==> config.mk <==
export PLATFORM = sky130hd
export DESIGN_NAME = fir_top
export DESIGN_NICKNAME = d
export VERILOG_FILES = /design/src/hw/fir_pkg.sv /design/src/hw/fir_apb_regs.sv /design/src/hw/fir_delay_line.sv /design/src/hw/fir_mac.sv /design/src/hw/fir_top.sv
export SDC_FILE = /design/constraint.sdc
export NUM_CORES = 1
export LEC_CHECK = 0
export BUFFER_PORTS_ARGS = -buffer_cell sky130_fd_sc_hd__buf_2
export CAP_MARGIN = 20
export CORE_MARGIN = 10
export CORE_UTILIZATION = 50
export CTS_BUF_LIST = sky130_fd_sc_hd__clkbuf_8
export DETAILED_ROUTE_END_ITERATION = 6
export GPL_ROUTABILITY_DRIVEN = 0
export PLACE_DENSITY_LB_ADDON = 0.15
export SYNTH_ARGS = -nofsm -noshare
export SYNTH_HDL_FRONTEND = slang
export SYNTH_SLANG_ARGS = --single-unit
==> constraint.sdc <==
create_clock -name clk -period 10.78 [get_ports clk]
set_input_delay 0.539 -clock clk [delete_from_list [all_inputs] [get_ports clk]]
set_output_delay 0.539 -clock clk [all_outputs]
set_load 0.02 [all_outputs]
==> src/hw/fir_pkg.sv <==
/*
 * FIR filter package
 * Widths, tap count, APB register map and the shared vector types
 */

package fir_pkg;

  // ----------------------------------------
  // Filter dimensions
  // ----------------------------------------
  // Number of taps, also the delay-line depth
  localparam int NUM_TAPS = 4;
  localparam int SAMPLE_W = 8;
  localparam int COEF_W   = 8;
  // Full product of a sample and a coefficient
  localparam int PROD_W   = 16;
  // Product width plus two guard bits for the four-way sum
  localparam int ACC_W    = 18;

  // ----------------------------------------
  // APB bus
  // ----------------------------------------
  localparam int APB_ADDR_W = 8;
  localparam int APB_DATA_W = 32;

  typedef logic signed [SAMPLE_W-1:0] sample_t;
  typedef logic signed [COEF_W-1:0]   coef_t;
  typedef logic signed [PROD_W-1:0]   prod_t;
  typedef logic signed [ACC_W-1:0]    acc_t;
  typedef logic [APB_ADDR_W-1:0]      apb_addr_t;
  typedef logic [APB_DATA_W-1:0]      apb_data_t;

  // Control register, bit 0 enable, bit 1 clear (write-only)
  localparam apb_addr_t CTRL_ADDR = 8'h00;
  // Coefficient i lives at COEF_BASE_ADDR + COEF_STRIDE * i
  localparam apb_addr_t COEF_BASE_ADDR = 8'h10;
  localparam int COEF_STRIDE = 4;

endpackage

==> src/hw/fir_apb_regs.sv <==
/*
 * FIR APB register block
 * Control register and tap coefficients, zero-wait-state slave
 * Generates a one-cycle clear pulse from the control register
 */

`timescale 1ns/1ps

module fir_apb_regs (
  input  logic                                      clk,
  input  logic                                      arst_n,
  // APB slave side
  input  fir_pkg::apb_addr_t                        paddr,
  input  logic                                      psel,
  input  logic                                      penable,
  input  logic                                      pwrite,
  input  fir_pkg::apb_data_t                        pwdata,
  output fir_pkg::apb_data_t                        prdata,
  // Filter control
  output logic                                      enable,
  output logic                                      clear,
  output fir_pkg::coef_t [fir_pkg::NUM_TAPS-1:0]    coef
);

  // ----------------------------------------
  // Address decode
  // ----------------------------------------
  logic                         access;
  logic                         wr_en;
  logic                         ctrl_sel;
  logic [fir_pkg::NUM_TAPS-1:0] coef_sel;

  // Access phase, the transfer always completes here
  assign access = psel & penable;
  assign wr_en  = access & pwrite;

  assign ctrl_sel = (paddr == fir_pkg::CTRL_ADDR);

  // One select per coefficient word
  for (genvar i = 0; i < fir_pkg::NUM_TAPS; i++) begin : gen_coef_dec
    assign coef_sel[i] = (paddr == fir_pkg::apb_addr_t'(fir_pkg::COEF_BASE_ADDR +
                                                        fir_pkg::COEF_STRIDE * i));
  end

  // ----------------------------------------
  // Control register
  // ----------------------------------------
  always_ff @(posedge clk or negedge arst_n) begin
    if (!arst_n) begin
      enable <= 1'b0;
      clear  <= 1'b0;
    end else begin
      // Clear is not stored, it only lives for the cycle after the write
      clear <= wr_en & ctrl_sel & pwdata[1];
      if (wr_en && ctrl_sel) begin
        enable <= pwdata[0];
      end
    end
  end

  // ----------------------------------------
  // Coefficient registers
  // ----------------------------------------
  // Only the low COEF_W bits of the write data are kept
  always_ff @(posedge clk or negedge arst_n) begin
    if (!arst_n) begin
      coef <= '0;
    end else begin
      for (int i = 0; i < fir_pkg::NUM_TAPS; i++) begin
        if (wr_en && coef_sel[i]) begin
          coef[i] <= pwdata[fir_pkg::COEF_W-1:0];
        end
      end
    end
  end

  // ----------------------------------------
  // Read data
  // ----------------------------------------
  // Zero outside the access phase and for unmapped offsets
  always_comb begin
    prdata = '0;
    if (access) begin
      // Clear bit always reads back as 0
      if (ctrl_sel) begin
        prdata[0] = enable;
      end
      for (int i = 0; i < fir_pkg::NUM_TAPS; i++) begin
        if (coef_sel[i]) begin
          // Sign-extend to the bus width
          prdata = {{(fir_pkg::APB_DATA_W - fir_pkg::COEF_W){coef[i][fir_pkg::COEF_W-1]}},
                    coef[i]};
        end
      end
    end
  end

endmodule

==> src/hw/fir_delay_line.sv <==
/*
 * FIR delay line
 * Enabled shift register of samples, zeroed on reset or reinit
 */

`timescale 1ns/1ps

module fir_delay_line #(
  parameter int width      = 8,
  parameter int num_stages = 4
) (
  input  logic                                clk,
  input  logic                                arst_n,
  // Zeroes every stage at the next edge, wins over shift_en
  input  logic                                reinit,
  // Moves every stage one place older and loads shift_in into stage 0
  input  logic                                shift_en,
  input  logic [width-1:0]                    shift_in,
  // Stage 0 holds the newest sample
  output logic [num_stages-1:0][width-1:0]    taps
);

  // ----------------------------------------
  // Parameter checks
  // ----------------------------------------
  if (width < 1) begin : gen_width_check
    $error("fir_delay_line: width must be at least 1");
  end

  if (num_stages < 1) begin : gen_stages_check
    $error("fir_delay_line: num_stages must be at least 1");
  end

  // ----------------------------------------
  // Shift register
  // ----------------------------------------
  logic [num_stages-1:0][width-1:0] stages;
  logic [num_stages-1:0][width-1:0] stages_next;

  // A single stage just takes the new sample, there is nothing to shift
  if (num_stages == 1) begin : gen_one_stage
    assign stages_next = reinit ? '0 : shift_in;
  end else begin : gen_multi_stage
    // Oldest stage falls off the top
    assign stages_next = reinit ? '0 : {stages[num_stages-2:0], shift_in};
  end

  // Holds its contents unless shifting or reinitializing
  always_ff @(posedge clk or negedge arst_n) begin
    if (!arst_n) begin
      stages <= '0;
    end else if (shift_en || reinit) begin
      stages <= stages_next;
    end
  end

  assign taps = stages;

endmodule

==> src/hw/fir_mac.sv <==
/*
 * FIR multiply-accumulate
 * Registered products, then a two-level adder tree into the result
 */

`timescale 1ns/1ps

module fir_mac (
  input  logic                                      clk,
  input  logic                                      arst_n,
  // High in the cycle before the edge that shifts the sample in
  input  logic                                      in_valid,
  // Drops everything in flight
  input  logic                                      clear,
  input  fir_pkg::sample_t [fir_pkg::NUM_TAPS-1:0]  taps,
  input  fir_pkg::coef_t [fir_pkg::NUM_TAPS-1:0]    coef,
  output logic                                      result_valid,
  output fir_pkg::acc_t                             result
);

  localparam int NUM_PAIRS = fir_pkg::NUM_TAPS / 2;

  // Tree pairs up taps in the first level
  if (fir_pkg::NUM_TAPS % 2 != 0) begin : gen_taps_check
    $error("fir_mac: NUM_TAPS must be even");
  end

  logic                                   tap_valid;
  logic                                   prod_valid;
  fir_pkg::prod_t [fir_pkg::NUM_TAPS-1:0] prod;
  fir_pkg::acc_t                          pair_sum [NUM_PAIRS];
  fir_pkg::acc_t                          sum;

  // ----------------------------------------
  // Valid pipeline
  // ----------------------------------------
  // tap_valid lines up with the taps after the accepting edge
  always_ff @(posedge clk or negedge arst_n) begin
    if (!arst_n) begin
      tap_valid    <= 1'b0;
      prod_valid   <= 1'b0;
      result_valid <= 1'b0;
    end else begin
      tap_valid    <= in_valid;
      prod_valid   <= tap_valid & ~clear;
      result_valid <= prod_valid & ~clear;
    end
  end

  // ----------------------------------------
  // Stage 1, products
  // ----------------------------------------
  // Later coefficient writes no longer reach a registered product
  always_ff @(posedge clk or negedge arst_n) begin
    if (!arst_n) begin
      prod <= '0;
    end else if (tap_valid) begin
      for (int i = 0; i < fir_pkg::NUM_TAPS; i++) begin
        prod[i] <= $signed(taps[i]) * $signed(coef[i]);
      end
    end
  end

  // ----------------------------------------
  // Stage 2, adder tree
  // ----------------------------------------
  always_comb begin
    // First level, neighbouring products sign-extended to full width
    for (int j = 0; j < NUM_PAIRS; j++) begin
      pair_sum[j] = fir_pkg::acc_t'($signed(prod[2*j])) +
                    fir_pkg::acc_t'($signed(prod[2*j+1]));
    end
    // Second level
    sum = '0;
    for (int j = 0; j < NUM_PAIRS; j++) begin
      sum = sum + pair_sum[j];
    end
  end

  always_ff @(posedge clk or negedge arst_n) begin
    if (!arst_n) begin
      result <= '0;
    end else if (prod_valid) begin
      result <= sum;
    end
  end

endmodule

==> src/hw/fir_top.sv <==
/*
 * FIR filter top level
 * 4-tap FIR on a signed sample stream, coefficients set over APB
 */

`timescale 1ns/1ps

module fir_top (
  input  logic                clk,
  input  logic                arst_n,
  // APB slave
  input  fir_pkg::apb_addr_t  paddr,
  input  logic                psel,
  input  logic                penable,
  input  logic                pwrite,
  input  fir_pkg::apb_data_t  pwdata,
  output fir_pkg::apb_data_t  prdata,
  // Sample stream, no back-pressure
  input  logic                sample_valid,
  input  fir_pkg::sample_t    sample_in,
  // Filtered stream, must be taken while result_valid is high
  output logic                result_valid,
  output fir_pkg::acc_t       result
);

  logic                                     enable;
  logic                                     clear;
  logic                                     accept;
  fir_pkg::coef_t [fir_pkg::NUM_TAPS-1:0]   coef;
  fir_pkg::sample_t [fir_pkg::NUM_TAPS-1:0] taps;

  // A sample offered during a clear is dropped
  assign accept = sample_valid & enable & ~clear;

  // ----------------------------------------
  // Register block
  // ----------------------------------------
  fir_apb_regs u_regs (
    .clk     (clk),
    .arst_n  (arst_n),
    .paddr   (paddr),
    .psel    (psel),
    .penable (penable),
    .pwrite  (pwrite),
    .pwdata  (pwdata),
    .prdata  (prdata),
    .enable  (enable),
    .clear   (clear),
    .coef    (coef)
  );

  // ----------------------------------------
  // Sample history
  // ----------------------------------------
  fir_delay_line #(
    .width      (fir_pkg::SAMPLE_W),
    .num_stages (fir_pkg::NUM_TAPS)
  ) u_delay_line (
    .clk      (clk),
    .arst_n   (arst_n),
    .reinit   (clear),
    .shift_en (accept),
    .shift_in (sample_in),
    .taps     (taps)
  );

  // ----------------------------------------
  // Multiply-accumulate
  // ----------------------------------------
  // Result comes out two edges after the accepting edge
  fir_mac u_mac (
    .clk          (clk),
    .arst_n       (arst_n),
    .in_valid     (accept),
    .clear        (clear),
    .taps         (taps),
    .coef         (coef),
    .result_valid (result_valid),
    .result       (result)
  );

endmodule

==> flow_summary_export.csv, run 1 <==
group,metric,value,unit
synthesis,synth_mux_area_share,5.71,%
die,die-area,43600,um^2
cts,postCtsHoldBufs,0,
die,die_x,209,um
timing,setup_viol,0,
cts,post_cts_buffers,0,
synthesis,synthTopCellsByArea,"fa_1, dfrtp_1, ha_1",
die,row_count,69,
synthesis,ys_ff_latch,151,
cts,cts_tree,"yes",
pwr,power.density,61.3,nW/um^2
placement,post-dp-hpwl,32300,um
synthesis,synth_top_flop_cell,"dfrtp_1",
cells_and_area,layout-drive-gt1-share,13.2,%
run_status,status,"completed",
synthesis,synth_top_area_share,28.4,%
cts,clk_pin_slew_worst_paths,100,ps
timing,rsz0062_at_grt,"no",
synthesis,syn_nets,2219,
critical_path,timing.rr.start,"u_regs.coef[10]",
pwr,max-vdd-ir-drop,0.0757,mV
cells_and_area,utilization,53.4,%
cts,cts_resized,0,
critical_path,path_max_fanout,10,
synthesis,synthXorXnorAreaFrac,2.51,%
global_route,overflow,0,
cts,cts_root_buffer,"clkbuf_8",
cts,numCtsBuffers,17,
global_route,grt_pass1_wl,67700,um
die,start_util,50.4,%
drt,vias_per_cell,5.31,
global_route,antenna_found_initial,0,
drt,wirelength,40200,um
timing,finClkSkew,22.2,ps
synthesis,yosys.area_share.simple,14.0,%
global_route,grtUsageTotal,19.3,%
cts,clkSinkCount,151,
drt,detail-route-antenna-nets,0,
drt,wl_per_cell,17.7,um
cells_and_area,syn2layout_area_growth,5.83,%
die,dieHeight,209,um
timing,slew_viol_final,0,
placement,numPortBuffers,80,
die,ios,105,
timing,fin_crit_sh,45.6,%
drt,first_pass_iters,6,
critical_path,worstPathArrival,5320,ps
critical_path,critPathLaunch,"u_regs.coef[10]",
synthesis,ys_seq_area_share,21.2,%
cells_and_area,nNetsFinal,2234,
global_route,grt_max_degree,83,
critical_path,critPathKind,"flop to flop",
synthesis,syn-cell-area,17800,um^2
synthesis,synth_top_family_by_area,"adder cells",
critical_path,critPathCaptureType,"flop",
synthesis,yosysTopAreaCell,"fa_1",
timing,hold_viol_final,0,
cts,clockBufferDepth,2,
timing,tns,0,ps
synthesis,syn_area_per_cell,10.0,um^2
synthesis,yosysUniqueCellTypes,62,
synthesis,synthArstFlopShare,100,%
drt,drc,0,
timing,fmax,203,MHz
timing,worst_pin_slew,903,ps
timing,finalCriticalPeriod,4920,ps
synthesis,ys.warnings.count,0,
pwr,p_leak,9.94,nW
run,max_cap_violations,0,
worst_hold_path,hp-class,"input port to async pin",
critical_path,start_kind,"flop",
synthesis,synth_edf_count,0,
synthesis,syn_inst,1779,
die,core_area,35300,um^2
synthesis,synthAdderAreaFrac,37.8,%
cts,worstSkewPairLatency,510,ps
cts,htreeDepth,4,
synthesis,synth_compound_area_share,8.92,%
global_route,grt_pass1_vias,13000,
drt,first_iter_violations,577,
drt,via_count,12100,
cells_and_area,diodes,0,
timing,slew_headroom,39.8,%
critical_path,cp.required,11180,ps
## kinds of logic after synthesis
group	after synthesis
flops	151
fa+ha+maj	386
mux	91
simple gates	442
compound gates	217
xor+xnor	51
buf+inv	441
## metal layers
metal	vias up	track usage, %	wire [um]
met1	6115	26.0	19200
met5	-	0	0
met3	34	3.37	1630
met2	215	31.5	18700
li1	5686	-	-
met4	0	4.86	659
## per-stage QoR
step                      hold slack [ps]  area (um^2)  setup slack [ps]  cells  power, mW
after CTS                            79.6        18800              5920   2267       1.17
final                                65.4        18800              5860   2268       1.15
after global routing                  117        18800              5700   2268       1.20
after global placement                462        18400              5960   2235      0.671
after floorplan                       243        17800              6320   1779      0.633
after detailed placement              472        18400              5930   2235      0.673
## worst max-delay path: stages, from the launching register on
cell and delay (ps):
dfrtp_1 610, nand2_1 230, fa_1 530, inv_1 50
fa_1 500, fa_1 490, inv_1 50, fa_1 470
inv_1 40, ha_1 310, or2_2 330, o31a_1 130
a311oi_1 500, a21oi_1 150, xnor2_1 150, mux2_2 270
## final cells by class
cell class,instances,area (um^2)
clock inverters,14,183
clock buffers,18,248
fillers,3231,16500
inverters,352,1320
multi-input cells,1187,12300
well taps,461,577
repair buffers,85,444
flip-flops and latches,151,3780
## cells in the final DEF, fill, tap and decap left out, types with 6 or more instances in the layout
master	instances
nand2b_1	8
o21a_1	10
mux2i_1	6
clkbuf_8	18
a21o_1	10
fa_1	253
buf_2	79
nor2_1	44
a211o_1	10
nand2_1	88
nor2b_1	41
a222oi_1	7
nand3_1	19
o2111ai_1	7
or3_1	12
ha_1	133
a211oi_1	11
o21ai_0	25
and2_1	172
a311oi_1	8
a21oi_1	37
a22o_1	33
o211ai_1	14
a31o_2	8
or2_2	10
xnor2_1	48
nor3_1	14
a31oi_1	8
inv_1	352
mux2_2	85
nand3b_1	8
dfrtp_1	150
## power by group
part / switching (mW) / total (mW) / internal, mW
combinational: 0.0407 / 0.0648 / 0.0241
sequential: 0.0219 / 0.595 / 0.573
clock: 0.271 / 0.495 / 0.224
## worst paths after layout
kind,cells after the start,slack (ps),to
worst max register to register,15,5860,u_mac.prod[31]
min in group clk,2,250,u_delay_line.taps[7]
worst max-delay path,15,5860,u_mac.prod[31]
max in group asynchronous,2,9250,u_mac.tap_valid
worst min-delay path,1,70,u_mac.prod[0]
worst min register to register,2,490,u_mac.result[13]
## cells in the mapped netlist (10+ instances only)
library cell	number
a211o_1	10
a211oi_1	11
a21o_1	10
a21oi_1	38
a22o_1	33
and2_1	172
buf_4	24
clkbuf_1	63
dfrtp_1	151
fa_1	253
ha_1	133
inv_1	352
mux2_2	85
nand2_1	88
nand3_1	19
nor2_1	45
nor2b_1	41
nor3_1	14
o211ai_1	14
o21a_1	10
o21ai_0	25
or2_2	10
or3_1	12
xnor2_1	48
## state kept, by name, indices dropped and copies added, names as in the netlist
| register | count |
|---|---|
| u_mac.prod | 64 |
| u_regs.coef | 32 |
| u_mac.result_valid | 1 |
| u_mac.prod_valid | 1 |
| u_delay_line.taps | 32 |
| u_regs.enable | 1 |
| u_regs.clear | 1 |
| u_mac.tap_valid | 1 |
| u_mac.result | 18 |
Power figures use the tool's default switching activity.
==> run 2: changes to the inputs <==
Settings changed: ABC_AREA set to 1.
Clock period 10.78 ns to 4.6 ns, I/O delays scaled along.
==> flow_summary_export.csv, run 2 <==
group,metric,value,unit
run_status,status,"completed",
drt,first_iter_violations,1010,
cells_and_area,layout-drive-gt1-share,8.26,%
cells_and_area,final_common_cell,"nand2_1",
die,start_util,50.7,%
worst_hold_path,hp-class,"input port to flop",
synthesis,synth_edf_count,0,
timing,fin_hold_ws,38.2,ps
synthesis,synthArstFlopShare,100,%
placement,numPortBuffers,80,
critical_path,worstPathArrival,4660,ps
global_route,antenna_found_initial,0,
synthesis,ys_ff_latch,151,
timing,fmax,232,MHz
critical_path,max_stage_delay,530,ps
cells_and_area,regMostFlops,"u_mac.prod",
critical_path,slowest_stage,"fa_1",
pwr,max-vdd-ir-drop,0.207,mV
timing,setup_viol,0,
cts,post_cts_buffers,0,
cts,numCtsBuffers,17,
timing,slew_headroom,30.6,%
timing,fin_crit_sh,93.8,%
synthesis,ys_seq_area_share,20.3,%
cts,cts_root_buffer,"clkbuf_8",
drt,vias_per_cell,4.91,
drt,detail-route-antenna-nets,0,
drt,wl_per_cell,15.2,um
die,dieHeight,213,um
critical_path,critPathCaptureType,"flop",
synthesis,yosysUniqueCellTypes,42,
worst_hold_path,hold_path_end,"u_delay_line.taps[1]",
critical_path,r2r_setup_slack,290,ps
cts,cts_tree,"yes",
critical_path,worstReg2RegEnd,"u_mac.prod[12]",
die,ios,105,
synthesis,synth_top_flop_cell,"dfrtp_1",
die,die-area,45200,um^2
placement,dp_slack,283,ps
cells_and_area,final_cell_mix,"nand2_1, inv_1, fa_1",
pwr,p_leak,12.0,nW
synthesis,synth_top_area_share,27.3,%
cts,clockBufferDepth,2,
cells_and_area,nNetsFinal,2847,
synthesis,synth.most_common_cell,"nand2_1",
timing,finClkSkew,18.4,ps
global_route,grt_pass1_wl,74600,um
timing,worst_pin_slew,1040,ps
critical_path,critPathKind,"flop to flop",
cts,worstSkewPairLatency,500,ps
timing,finalCriticalPeriod,4310,ps
critical_path,timing.rr.start,"u_delay_line.taps[6]",
synthesis,synth_commonest_cells,"nand2_1, inv_1, fa_1",
synthesis,yosysTopAreaCell,"fa_1",
critical_path,cp.required,4940,ps
pwr,power.density,138,nW/um^2
critical_path,start_kind,"flop",
timing,slew_viol_final,0,
timing,tns,0,ps
placement,post-dp-hpwl,36700,um
synthesis,synthTopCellsByArea,"fa_1, dfrtp_1, nand2_1",
synthesis,syn_area_per_cell,7.78,um^2
synthesis,syn_inst,2387,
cells_and_area,largest_register_ffs,64,
worst_hold_path,hold_depth,3,
global_route,overflow,0,
drt,drc,0,
die,row_count,70,
global_route,grt_pass1_vias,15000,
run,max_cap_violations,0,
critical_path,crit_chain,"nand2_1 -> inv_1 -> fa_1 -> inv_1 -> fa_1 -> inv_1 -> fa_1 -> inv_1 -> fa_1 -> inv_1 -> ha_1 -> a21oi_1 -> nand2_1 -> nand2_1 -> nand2_1 -> xnor2_1 -> o21ai_0",
cts,htreeDepth,4,
critical_path,cpMostUsedCell,"inv_1",
cells_and_area,diodes,0,
drt,first_pass_iters,6,
critical_path,path_max_fanout,9,
drt,wirelength,44000,um
cts,clkSinkCount,151,
synthesis,syn-cell-area,18600,um^2
cts,clk_pin_slew_worst_paths,90,ps
die,core_area,36600,um^2
cells_and_area,fillers,3559,
timing,rsz0062_at_grt,"no",
global_route,grtUsageTotal,20.9,%
timing,hold_viol_final,0,
critical_path,rr_worst_depth,17,
cells_and_area,syn2layout_area_growth,5.99,%
worst_hold_path,hp-start,"sample_in[1]",
global_route,grt_max_degree,85,
die,die_x,213,um
timing,fin_ws,286,ps
drt,via_count,14200,
synthesis,syn_nets,2827,
synthesis,ys.warnings.count,0,
-- run 2: final cells by class --
class	instances	area (um^2)	area share [%]
multi-input cells	1509	11900	60.6
well taps	468	586	2.98
inverters	618	2330	11.8
clock inverters	15	179	0.909
repair buffers	110	652	3.31
flip-flops and latches	151	3780	19.2
clock buffers	17	234	1.19
-- run 2: report_power, final --
group | leakage [nW] | internal (mW) | switching [mW]
registers | 2.10 | 1.35 | 0.0437
logic | 9.74 | 0.0740 | 0.139
clock network | 0.204 | 0.537 | 0.567
-- run 2: per-layer routing --
layer / global-route usage [%] / up-vias / wire [um]
li1: - / 7027 / -
met1: 26.2 / 6784 / 19600
met2: 35.3 / 314 / 20900
met3: 4.15 / 65 / 2150
met4: 7.36 / 0 / 1370
met5: 0 / - / 0
-- run 2: what timing repair did --
| action | in CTS | in global routing |
|---|---|---|
| hold endpoints to repair | 89 | 0 |
| gates resized for setup | 0 | 3 |
| hold buffers | 8 | 0 |
| endpoints found under the setup margin | 0 | 4 |
-- run 2: cells by family (layout without fill, tap and decap cells) --
| group | Yosys count | after routing | share of synthesized area [%] |
|---|---|---|---|
| AOI/OAI and AO/OA | 212 | 212 | 6.73 |
| xor gates and xnor gates | 37 | 37 | 1.75 |
| adders and majority gates | 386 | 386 | 36.2 |
| buffers and inverters | 727 | 760 | 15.5 |
| DFF | 151 | 151 | 20.3 |
| and+or+nand+nor | 874 | 874 | 19.5 |
-- run 2: how the worst max path moves through the flow --
stage / from / to / slack [ps]
6_report: u_delay_line.taps[6] / u_mac.prod[12] / 290
4_1_cts: u_delay_line.taps[15] / u_mac.prod[31] / 260
2_1_floorplan: u_regs.coef[2] / u_mac.prod[15] / 570
5_1_grt: u_regs.coef[11] / u_mac.prod[31] / 10
3_5_place_dp: u_delay_line.taps[15] / u_mac.prod[31] / 280
3_3_place_gp: u_delay_line.taps[15] / u_mac.prod[31] / 330
-- run 2: through the flow --
stage	utilization (%)	instance area [um^2]	power, mW	instances
2_1_floorplan	-	18600	1.52	2387
3_3_place_gp	52.4	19200	1.62	2848
3_5_place_dp	52.4	19200	1.63	2848
4_1_cts	53.7	19700	2.73	2888
5_1_grt	53.8	19700	2.82	2888
6_report	53.8	19700	2.71	2888
-- run 2: critical path, delay by kind of cell (launching register included) --
| family | cells | cell delay [ps] |
|---|---|---|
| buffers and inverters | 5 | 270 |
| adder cells (fa/ha/maj) | 5 | 2370 |
| AND/OR/NAND/NOR | 4 | 350 |
| XOR/XNOR | 1 | 350 |
| flip-flops | 1 | 500 |
| AO/OA/AOI/OAI | 2 | 330 |
